$ cat src/design/enet_pkg.sv
package enet_pkg;

    // byte offsets of the registers within the MAC block
    typedef enum logic [11:0] {
        EIR  = 12'h004,
        EIMR = 12'h008,
        ECR  = 12'h024,
        PALR = 12'h0E4,
        PAUR = 12'h0E8
    } reg_addr_e;

    // ECR control bits
    localparam int ECR_RESET_BIT    = 0;
    localparam int ECR_EN_BIT       = 1;
    localparam int ECR_RMII_SEL_BIT = 2;
    localparam int ECR_MII_SEL_BIT  = 3;
    localparam int ECR_RMII10T_BIT  = 4;

    // max frame length field of ECR
    localparam int ECR_MAXFL_LSB = 16;
    localparam int ECR_MAXFL_W   = 14;

    // pause frame type returned in the low half of PAUR
    localparam logic [15:0] PAUR_TYPE = 16'h8808;

endpackage

$ cat src/design/enet_apb_slave.sv
module enet_apb_slave #(
    parameter int ADDR_W     = 12,
    parameter int NUM_EVENTS = 8
) (
    input  logic              clk,
    input  logic              enet_rst_n,
    input  logic              psel,
    input  logic              penable,
    input  logic              pwrite,
    input  logic [ADDR_W-1:0] paddr,
    input  logic [31:0]       pwdata,
    input  logic [31:0]       ecr,
    input  logic [31:0]       eir,
    input  logic [31:0]       eimr,
    input  logic [31:0]       palr,
    input  logic [31:0]       paur,
    output logic [31:0]       prdata,
    output logic              pready,
    output logic              pslverr,
    output logic              ecr_wen,
    output logic              eir_wen,
    output logic              eimr_wen,
    output logic              palr_wen,
    output logic              paur_wen,
    output logic              write_success,
    output logic [31:0]       reg_wdata
);

    // only the implemented event bits are visible in EIR and EIMR
    localparam logic [31:0] EVT_MASK = (NUM_EVENTS >= 32) ? 32'hffff_ffff :
                                       ((32'h1 << NUM_EVENTS) - 32'h1);

    logic setup_q;
    logic access;
    logic mapped;
    logic misaligned;
    logic addr_ok;
    logic sel_ecr;
    logic sel_eir;
    logic sel_eimr;
    logic sel_palr;
    logic sel_paur;

    // an access phase is accepted only right after a setup phase
    always_ff @(posedge clk or negedge enet_rst_n) begin
        if (!enet_rst_n) begin
            setup_q <= 1'b0;
        end else begin
            setup_q <= psel & ~penable;
        end
    end

    assign access = psel & penable & setup_q;

    assign sel_ecr  = (paddr == ADDR_W'(enet_pkg::ECR));
    assign sel_eir  = (paddr == ADDR_W'(enet_pkg::EIR));
    assign sel_eimr = (paddr == ADDR_W'(enet_pkg::EIMR));
    assign sel_palr = (paddr == ADDR_W'(enet_pkg::PALR));
    assign sel_paur = (paddr == ADDR_W'(enet_pkg::PAUR));

    assign mapped     = sel_ecr | sel_eir | sel_eimr | sel_palr | sel_paur;
    assign misaligned = |paddr[1:0];
    assign addr_ok    = mapped & ~misaligned;

    assign pready        = 1'b1; // zero wait states
    assign pslverr       = access & ~addr_ok;
    assign write_success = access & pwrite & addr_ok;

    assign ecr_wen   = sel_ecr;
    assign eir_wen   = sel_eir;
    assign eimr_wen  = sel_eimr;
    assign palr_wen  = sel_palr;
    assign paur_wen  = sel_paur;
    assign reg_wdata = pwdata;

    always_comb begin
        prdata = '0;
        if (access & ~pwrite & addr_ok) begin
            case (paddr)
                ADDR_W'(enet_pkg::ECR):  prdata = ecr;
                ADDR_W'(enet_pkg::EIR):  prdata = eir & EVT_MASK;
                ADDR_W'(enet_pkg::EIMR): prdata = eimr & EVT_MASK;
                ADDR_W'(enet_pkg::PALR): prdata = palr;
                ADDR_W'(enet_pkg::PAUR): prdata = paur;
                default:                 prdata = '0;
            endcase
        end
    end

endmodule

$ cat src/design/enet_ecr.sv
module enet_ecr (
    input  logic        clk,
    input  logic        enet_rst_n,
    input  logic        ecr_wen,
    input  logic        write_success,
    input  logic [31:0] reg_wdata,
    output logic        rst_n,
    output logic [31:0] ecr,
    output logic        ether_en,
    output logic        mii_select,
    output logic        rmii_select,
    output logic        rmii_10T,
    output logic [13:0] max_fl
);

    logic [1:0] rst_sync;
    logic       ecr_write;
    logic       soft_rst_req;

    assign ecr_write    = ecr_wen & write_success;
    assign soft_rst_req = ecr_write & ~reg_wdata[enet_pkg::ECR_RESET_BIT];

    // soft reset holds the block in reset for two cycles after the last request
    always_ff @(posedge clk or negedge enet_rst_n) begin
        if (!enet_rst_n) begin
            rst_sync <= 2'b00;
        end else if (soft_rst_req) begin
            rst_sync <= 2'b00;
        end else begin
            rst_sync <= {rst_sync[0], 1'b1};
        end
    end

    assign rst_n = rst_sync[1];

    always_ff @(posedge clk or negedge rst_n) begin
        if (!rst_n) begin
            ether_en    <= 1'b0;
            rmii_select <= 1'b0;
            mii_select  <= 1'b0;
            rmii_10T    <= 1'b0;
            max_fl      <= '0;
        end else if (ecr_write) begin
            ether_en    <= reg_wdata[enet_pkg::ECR_EN_BIT];
            rmii_select <= reg_wdata[enet_pkg::ECR_RMII_SEL_BIT];
            mii_select  <= reg_wdata[enet_pkg::ECR_MII_SEL_BIT];
            rmii_10T    <= reg_wdata[enet_pkg::ECR_RMII10T_BIT];
            max_fl      <= reg_wdata[enet_pkg::ECR_MAXFL_LSB +: enet_pkg::ECR_MAXFL_W];
        end
    end

    // the reset bit is write-only and reads back as zero
    always_comb begin
        ecr                                                    = '0;
        ecr[enet_pkg::ECR_EN_BIT]                              = ether_en;
        ecr[enet_pkg::ECR_RMII_SEL_BIT]                        = rmii_select;
        ecr[enet_pkg::ECR_MII_SEL_BIT]                         = mii_select;
        ecr[enet_pkg::ECR_RMII10T_BIT]                         = rmii_10T;
        ecr[enet_pkg::ECR_MAXFL_LSB +: enet_pkg::ECR_MAXFL_W]  = max_fl;
    end

endmodule

$ cat src/design/enet_mac_addr.sv
module enet_mac_addr (
    input  logic        clk,
    input  logic        rst_n,
    input  logic        palr_wen,
    input  logic        paur_wen,
    input  logic        write_success,
    input  logic [31:0] reg_wdata,
    output logic [31:0] palr,
    output logic [31:0] paur,
    output logic [47:0] mac_addr
);

    logic [31:0] palr_q; // station address bytes 0 to 3
    logic [15:0] paur_q; // station address bytes 4 and 5

    always_ff @(posedge clk or negedge rst_n) begin
        if (!rst_n) begin
            palr_q <= '0;
        end else if (palr_wen & write_success) begin
            palr_q <= reg_wdata;
        end
    end

    always_ff @(posedge clk or negedge rst_n) begin
        if (!rst_n) begin
            paur_q <= '0;
        end else if (paur_wen & write_success) begin
            paur_q <= reg_wdata[31:16];
        end
    end

    assign palr = palr_q;
    assign paur = {paur_q, enet_pkg::PAUR_TYPE}; // type field is read-only

    // byte 0 sits in the top of PALR and leads the address
    assign mac_addr = {palr_q, paur_q};

endmodule

$ cat src/design/enet_irq.sv
module enet_irq #(
    parameter int NUM_EVENTS = 8
) (
    input  logic                  clk,
    input  logic                  rst_n,
    input  logic                  eir_wen,
    input  logic                  eimr_wen,
    input  logic                  write_success,
    input  logic [31:0]           reg_wdata,
    input  logic [NUM_EVENTS-1:0] events,
    output logic [31:0]           eir,
    output logic [31:0]           eimr,
    output logic                  irq
);

    logic [NUM_EVENTS-1:0] eir_q;
    logic [NUM_EVENTS-1:0] eimr_q;
    logic [NUM_EVENTS-1:0] eir_clr;

    // write one to clear acts only on the bits that exist
    assign eir_clr = (eir_wen & write_success) ? reg_wdata[NUM_EVENTS-1:0] : '0;

    always_ff @(posedge clk or negedge rst_n) begin
        if (!rst_n) begin
            eir_q <= '0;
        end else begin
            eir_q <= (eir_q & ~eir_clr) | events; // a fresh event beats the clear
        end
    end

    always_ff @(posedge clk or negedge rst_n) begin
        if (!rst_n) begin
            eimr_q <= '0;
        end else if (eimr_wen & write_success) begin
            eimr_q <= reg_wdata[NUM_EVENTS-1:0];
        end
    end

    // unimplemented upper bits read as zero
    assign eir  = 32'(eir_q);
    assign eimr = 32'(eimr_q);

    assign irq = |(eir_q & eimr_q);

endmodule

$ cat src/design/enet_regs.sv
module enet_regs #(
    parameter int ADDR_W     = 12,
    parameter int NUM_EVENTS = 8
) (
    input  logic                  clk,
    input  logic                  enet_rst_n,
    input  logic                  psel,
    input  logic                  penable,
    input  logic                  pwrite,
    input  logic [ADDR_W-1:0]     paddr,
    input  logic [31:0]           pwdata,
    output logic [31:0]           prdata,
    output logic                  pready,
    output logic                  pslverr,
    input  logic [NUM_EVENTS-1:0] events,
    output logic                  rst_n,
    output logic                  ether_en,
    output logic                  mii_select,
    output logic                  rmii_select,
    output logic                  rmii_10T,
    output logic [13:0]           max_fl,
    output logic [47:0]           mac_addr,
    output logic                  irq
);

    logic        ecr_wen;
    logic        eir_wen;
    logic        eimr_wen;
    logic        palr_wen;
    logic        paur_wen;
    logic        write_success;
    logic [31:0] reg_wdata;
    logic [31:0] ecr;
    logic [31:0] eir;
    logic [31:0] eimr;
    logic [31:0] palr;
    logic [31:0] paur;

    // bus side stays on the hard reset so the host can always reach ECR
    enet_apb_slave #(
        .ADDR_W     (ADDR_W),
        .NUM_EVENTS (NUM_EVENTS)
    ) u_apb_slave (
        .clk           (clk),
        .enet_rst_n    (enet_rst_n),
        .psel          (psel),
        .penable       (penable),
        .pwrite        (pwrite),
        .paddr         (paddr),
        .pwdata        (pwdata),
        .ecr           (ecr),
        .eir           (eir),
        .eimr          (eimr),
        .palr          (palr),
        .paur          (paur),
        .prdata        (prdata),
        .pready        (pready),
        .pslverr       (pslverr),
        .ecr_wen       (ecr_wen),
        .eir_wen       (eir_wen),
        .eimr_wen      (eimr_wen),
        .palr_wen      (palr_wen),
        .paur_wen      (paur_wen),
        .write_success (write_success),
        .reg_wdata     (reg_wdata)
    );

    enet_ecr u_ecr (
        .clk           (clk),
        .enet_rst_n    (enet_rst_n),
        .ecr_wen       (ecr_wen),
        .write_success (write_success),
        .reg_wdata     (reg_wdata),
        .rst_n         (rst_n),
        .ecr           (ecr),
        .ether_en      (ether_en),
        .mii_select    (mii_select),
        .rmii_select   (rmii_select),
        .rmii_10T      (rmii_10T),
        .max_fl        (max_fl)
    );

    enet_mac_addr u_mac_addr (
        .clk           (clk),
        .rst_n         (rst_n),
        .palr_wen      (palr_wen),
        .paur_wen      (paur_wen),
        .write_success (write_success),
        .reg_wdata     (reg_wdata),
        .palr          (palr),
        .paur          (paur),
        .mac_addr      (mac_addr)
    );

    enet_irq #(
        .NUM_EVENTS (NUM_EVENTS)
    ) u_irq (
        .clk           (clk),
        .rst_n         (rst_n),
        .eir_wen       (eir_wen),
        .eimr_wen      (eimr_wen),
        .write_success (write_success),
        .reg_wdata     (reg_wdata),
        .events        (events),
        .eir           (eir),
        .eimr          (eimr),
        .irq           (irq)
    );

endmodule

$ cat config.mk
export PLATFORM = sky130hd
export DESIGN_NAME = enet_regs
export DESIGN_NICKNAME = d
export VERILOG_FILES = /design/src/design/enet_pkg.sv /design/src/design/enet_apb_slave.sv /design/src/design/enet_ecr.sv /design/src/design/enet_mac_addr.sv /design/src/design/enet_irq.sv /design/src/design/enet_regs.sv
export SDC_FILE = /design/constraint.sdc
export NUM_CORES = 1
export LEC_CHECK = 0
export BUFFER_PORTS_ARGS = -buffer_cell sky130_fd_sc_hd__buf_2
export CORE_MARGIN = 8
export CORE_UTILIZATION = 45
export CTS_CLUSTER_SIZE = 30
export DETAILED_ROUTE_END_ITERATION = 16
export GPL_TIMING_DRIVEN = 0
export HOLD_SLACK_MARGIN = 0.03
export PLACE_DENSITY = 0.8
export RECOVER_POWER = 50
export SYNTH_ARGS = -nofsm -noshare
export SYNTH_HDL_FRONTEND = slang
export SYNTH_SLANG_ARGS = --single-unit
$ cat constraint.sdc
create_clock -name clk -period 6.4 [get_ports clk]
set_clock_uncertainty 0.1 [all_clocks]
set_input_delay 0.64 -clock clk [delete_from_list [all_inputs] [get_ports clk]]
set_output_delay 0.64 -clock clk [all_outputs]
set_load 0.05 [all_outputs]
# --- Yosys cells after proc, flatten, opt, wreduce, memory -nomap -nowiden ---
# Cells that the tools add are included.
classes:
  n_eq_ne: 5
  muxes: 4
  n_bitwise: 28
  reduce_logical: 2
op_table:
  columns: ["cell", "count"]
  rows:
  - ["32-bit case mux with 5 select lines", 1]
  - ["32-bit 2-to-1 mux", 1]
  - ["12-bit by 8-bit equality test with 1-bit output (second input constant)", 2]
  - ["8-bit bitwise AND", 2]
  - ["1-bit bitwise AND", 15]
  - ["12-bit by 3-bit equality test with 1-bit output (second input constant)", 1]
  - ["12-bit by 4-bit equality test with 1-bit output (second input constant)", 1]
  - ["12-bit by 6-bit equality test with 1-bit output (second input constant)", 1]
  - ["8-bit 2-to-1 mux", 1]
  - ["8-bit inverter", 1]
  - ["8-bit bitwise OR", 1]
  - ["8-bit OR reduction", 1]
  - ["1-bit inverter", 5]
  - ["1-bit bitwise OR", 4]
  - ["2-bit 2-to-1 mux", 1]
  - ["2-bit OR reduction", 1]
totals:
  reg_bits: 85
  inputBits: 57
  out_inout_bits: 102
  elab_cells: 50

# --- Longest topological paths before layout ---
depth:
  depth_word: 12
  mapped_depth: 7
  ltp_nobuf: 4

# --- Cells and area by module ---
# Synthesis repeated with hierarchy kept, for this count alone.
hier_totals:
  cells_unflattened: 528
  area_unflattened_um2: 5694.2
by_module_without_submodules:
  columns: ["module", "n_inst", "cells_each", "area_each_um2", "seq_area_each_um2"]
  rows:
  - ["enet_mac_addr", 1, 168, 2269.7, 1201.2]
  - ["enet_apb_slave", 1, 187, 1310.0, 25.0]
  - ["enet_ecr", 1, 76, 1057.3, 500.5]
  - ["enet_irq", 1, 97, 1057.3, 400.4]

# --- Least setup slack after synthesis ---
# Ideal clock, no wire load.
synth_timing:
  path_type: "input -> output"
  startpoint: "input paddr[9]"
  endpoint: "output prdata[22]"
  t_arrival_ps: 2871
  required_time_ps: 5660
  slack_ps: 2789
  cell_stages: 6
  n_path_buf: 2
  path_cell_list: "or4_1 -> buf_4 -> nor4_4 -> buf_2 -> nand2_1 -> a21oi_1"
synth_between:
  elab_chain_cells: 8
synth_rtl:
  columns: ["item", "line", "text"]
  rows:
  - ["from (decl)", "enet_regs.sv:10", "input logic [ADDR_W-1:0] paddr,"]
  - ["12-bit by 6-bit equality test with 1-bit output or 12-bit by 3-bit equality test with 1-bit output (tied branches)", "enet_apb_slave.sv:55, enet_apb_slave.sv:79, enet_apb_slave.sv:56", null]
  - ["1-bit bitwise OR (4 in series)", "enet_apb_slave.sv:61", "assign mapped = sel_ecr | sel_eir | sel_eimr | sel_palr | sel_paur;"]
  - ["1-bit bitwise AND", "enet_apb_slave.sv:63", "assign addr_ok = mapped & ~misaligned;"]
  - ["1-bit bitwise AND", "enet_apb_slave.sv:78", "if (access & ~pwrite & addr_ok) begin"]
  - ["32-bit 2-to-1 mux *", "enet_apb_slave.sv:78", null]
  - ["to (decl)", "enet_regs.sv:12", "output logic [31:0] prdata,"]
# Mark *: on every way between the ends. The rest lies on a longest branch, timed or not.

# --- Worst setup path after layout ---
layout_timing:
  startpoint: "input paddr[9]"
  endpoint: "output prdata[27]"
# Same word-level chain as after synthesis.

==> impl_metrics.toml <==
[placement]
post-place-ws_ps = 2540
placed_cell_area_mm2 = 0.005087
dpl.hpwl_mm = 9.597
place_congestion = 0.8721
port_buffers = 157

[synth]
synth_area_per_cell_um2 = 11.80
synth_cell_types = 37
syn_area_mm2 = 0.004131
synth_nets = 407
synth-edff-count = 0
ys_warn_count = 0
yosysSeqAreaShare_pct = 51.48
synthArstFlopShare_pct = 100.0
synthFlopType = "dfrtp_1"
synth_cells = 350
ys_ff_latch = 85

[power_and_ir_drop]
p_int_mw = 0.7498
power_frac_comb_pct = 4.9
power_density_mw_per_mm2 = 184.5
total_switching_power_mw = 0.2158
leakagePower_nw = 2.519
swShare_pct = 22.35
vdd_drop_max_mv = 0.09953
clkPwrFrac_pct = 39.3
seq_power_share_pct = 55.7

[route]
routedWlPerCell_um = 19.80
viasPerCell = 5.479
drt_iter0_drc = 174
antenna_left = 0
drt_first_pass_iters = 4
routed_wl_mm = 12.61
vias = 3490
drc = 0

[floorplan]
coreArea_mm2 = 0.009065
num_rows = 35
die_height_um = 111.8
pin_count = 159
die_area_mm2 = 0.01250
start_util_pct = 45.58
dieWidth_um = 111.8

[grt]
grt.total_usage_pct = 20.05
overflow = 0
grt_max_degree = 48
grt_pass1_wl_mm = 19.98
grt_pass1_vias = 3828
antenna_found_initial = 1

[timing]
final.period_utilization_pct = 60.57
fmax_mhz = 258.0
whs_ps = 367.7
slew_viol_final = 37
worst_pin_slew_ps = 1635
totalNegativeSetupSlack_ps = 0
finalSetupViolations = 0
layout_setup_ws_ps = 2524
hold_viol_final = 0
slew_headroom_pct = -9.016
rsz0062_at_grt = "no"
finalCriticalPeriod_ps = 3876

[critical_path]
start_kind = "primary input"
rrSetupSlack_ps = 4290
path_cells = "buf_2 -> or4_1 -> buf_4 -> nor2_1 -> buf_2 -> o2111ai_1 -> clkbuf_1 -> a21oi_1 -> buf_2"
crit_top_cell = "buf_2"
cp_slowest_cell = "or4_1"
crit_path_end_kind = "output pin"
crit_family = "buffers and inverters"
reg2regPathDepth = 5
timing.critical_path.fanout_max = 10
cp.buffers_inverters = 5
cpPeakStageDelay_ps = 510
cp-endpoint = "prdata[27]"
crit_required_ps = 5660
cp-startpoint = "paddr[9]"
r2r_end = "u_mac_addr.palr[4]$_DFFE_PN0P_"
crit_type = "primary input to output pin"
cp.arrival_ps = 3140
rr_startpoint = "u_apb_slave.setup_q$_DFF_PN0_"
crit_cells = 9

[cells_and_area]
final_cell_mix = "buf_2 (110), dfrtp_1 (85), mux2_2 (68), clkbuf_1 (63), nand2_1 (33)"
layout.nets = 577
finalInstanceArea_mm2 = 0.005234
area_delta_synth_final_pct = 26.68
final_common_cell = "buf_2"
drive_above_1_share_pct = 40.38

[clocking]
cts_tree = "done"
clk_pin_slew_ps = 100
cts_buffer_depth = 2
postCtsSetupBuffers = 0
holdBufCountCts = 1
cts-buffers-inserted = 9
cts_resized = 0
cts.sinks = 85
worstSkewPairLatency_ps = 340
cts_root_buf = "clkbuf_8"
cts.htree.levels = 3

[flow_run]
drv_cap = 1

[run_status]
failed_checks = "capacitance limit, slew limit"
status = "complete, but fails checks"

[worst_hold_path]
hold_class = "flip-flop to flip-flop"
-- per-layer routing --
layer,track usage [%],vias up,part of all wire [%]
met5,0,-,0
met4,7.201,0,1.6
met3,6.061,12,7.4
li1,-,1617,-
met2,34.17,147,51
met1,23.33,1714,40
-- power by group through the flow --
stage	clock network (mW)	registers, mW	logic [mW]
floorplan	0	0.549	0.0176
global placement	0	0.549	0.0451
detailed placement	0	0.549	0.0469
CTS	0.395	0.538	0.0475
global route	0.416	0.538	0.0515
finish	0.380	0.538	0.0478
-- through the flow --
stage	power [mW]	cells	utilization, %
finish	0.9655	637	57.74
global route	1.006	637	57.74
CTS	0.9802	636	58.45
detailed placement	0.5955	619	56.12
global placement	0.5936	618	55.78
floorplan	0.5666	350	-
-- cells by family (layout without fill, tap and decap cells) --
kind of cell	after synthesis	after routing	share of synthesized area [%]
AOI/OAI and AO/OA	68	68	11.84
and+or+nand+nor	97	97	12.84
DFF	85	85	51.48
buffers and inverters	25	200	3.574
other	1	2	0.09077
muxes	74	74	20.17
-- flip-flops by register name, summed over array words and instances (netlist names) --
register             count
u_ecr.rmii_10T           1
u_ecr.mii_select         1
u_ecr.ether_en           1
u_irq.eir_q              8
u_irq.eimr_q             8
u_apb_slave.setup_q      1
u_mac_addr.palr         32
u_ecr.max_fl            14
u_ecr.rst_sync           2
u_mac_addr.paur_q       16
u_ecr.rmii_select        1
-- final cells by class --
type                       instances  area (um2)
buffer                            25       147.6
tap                              111       138.9
timing repair buffer             159       759.5
clock inverter                     5       60.06
clock buffer                      11       141.4
antenna                            1       2.502
sequential                        85        2127
fill                             834        3831
multi-input combinational        240        1857
-- worst min path at each step --
| stage | startpoint | to | slack [ps] | depth (start not counted) |
|---|---|---|---|---|
| 2_1_floorplan | enet_rst_n | u_apb_slave.setup_q$_DFF_PN0_ | 240 | 0 |
| 3_3_place_gp | enet_rst_n | u_apb_slave.setup_q$_DFF_PN0_ | 340 | 1 |
| 3_5_place_dp | u_ecr.rst_sync[1]$_DFF_PN0_ | u_mac_addr.palr[8]$_DFFE_PN0P_ | 230 | 0 |
| 4_1_cts | u_ecr.rst_sync[1]$_DFF_PN0_ | u_mac_addr.palr[31]$_DFFE_PN0P_ | 250 | 0 |
| 5_1_grt | events[7] | u_irq.eir_q[7]$_DFF_PN0_ | 350 | 2 |
| 6_report | u_ecr.rst_sync[0]$_DFF_PN0_ | u_ecr.rst_sync[1]$_DFF_PN0_ | 370 | 1 |
-- cell usage after synthesis, types with 2 or more instances --
library cell   n  area [um2]
or4_1          2       15.01
nor4_2         2       25.02
a21o_1         8       60.06
a22o_1        25       219.0
buf_4          4       30.03
nor2b_1        3       18.77
buf_2          4       20.02
a21oi_1       20       100.1
dfrtp_1       85        2127
a31oi_1        3       18.77
nand3_1       19       95.09
nand2_1       33       123.9
nand4_1        2       12.51
mux2_1         6       67.56
nand2b_1       3       18.77
buf_1          2       7.510
nor2_1        18       67.56
a22oi_1       10       75.07
nor3_4         2       32.53
and3_1         2       12.51
or2_2          2       12.51
clkbuf_1      11       41.29
buf_6          3       33.78
mux2_2        68       765.7
-- worst reg2reg max path: stages, from the launching register on --
cell,delay [ps]
dfrtp_1,370
nand4_1,200
nand2b_1,300
nor3_4,410
buf_6,230
mux2_2,360
(Power assumes the default switching activity.)
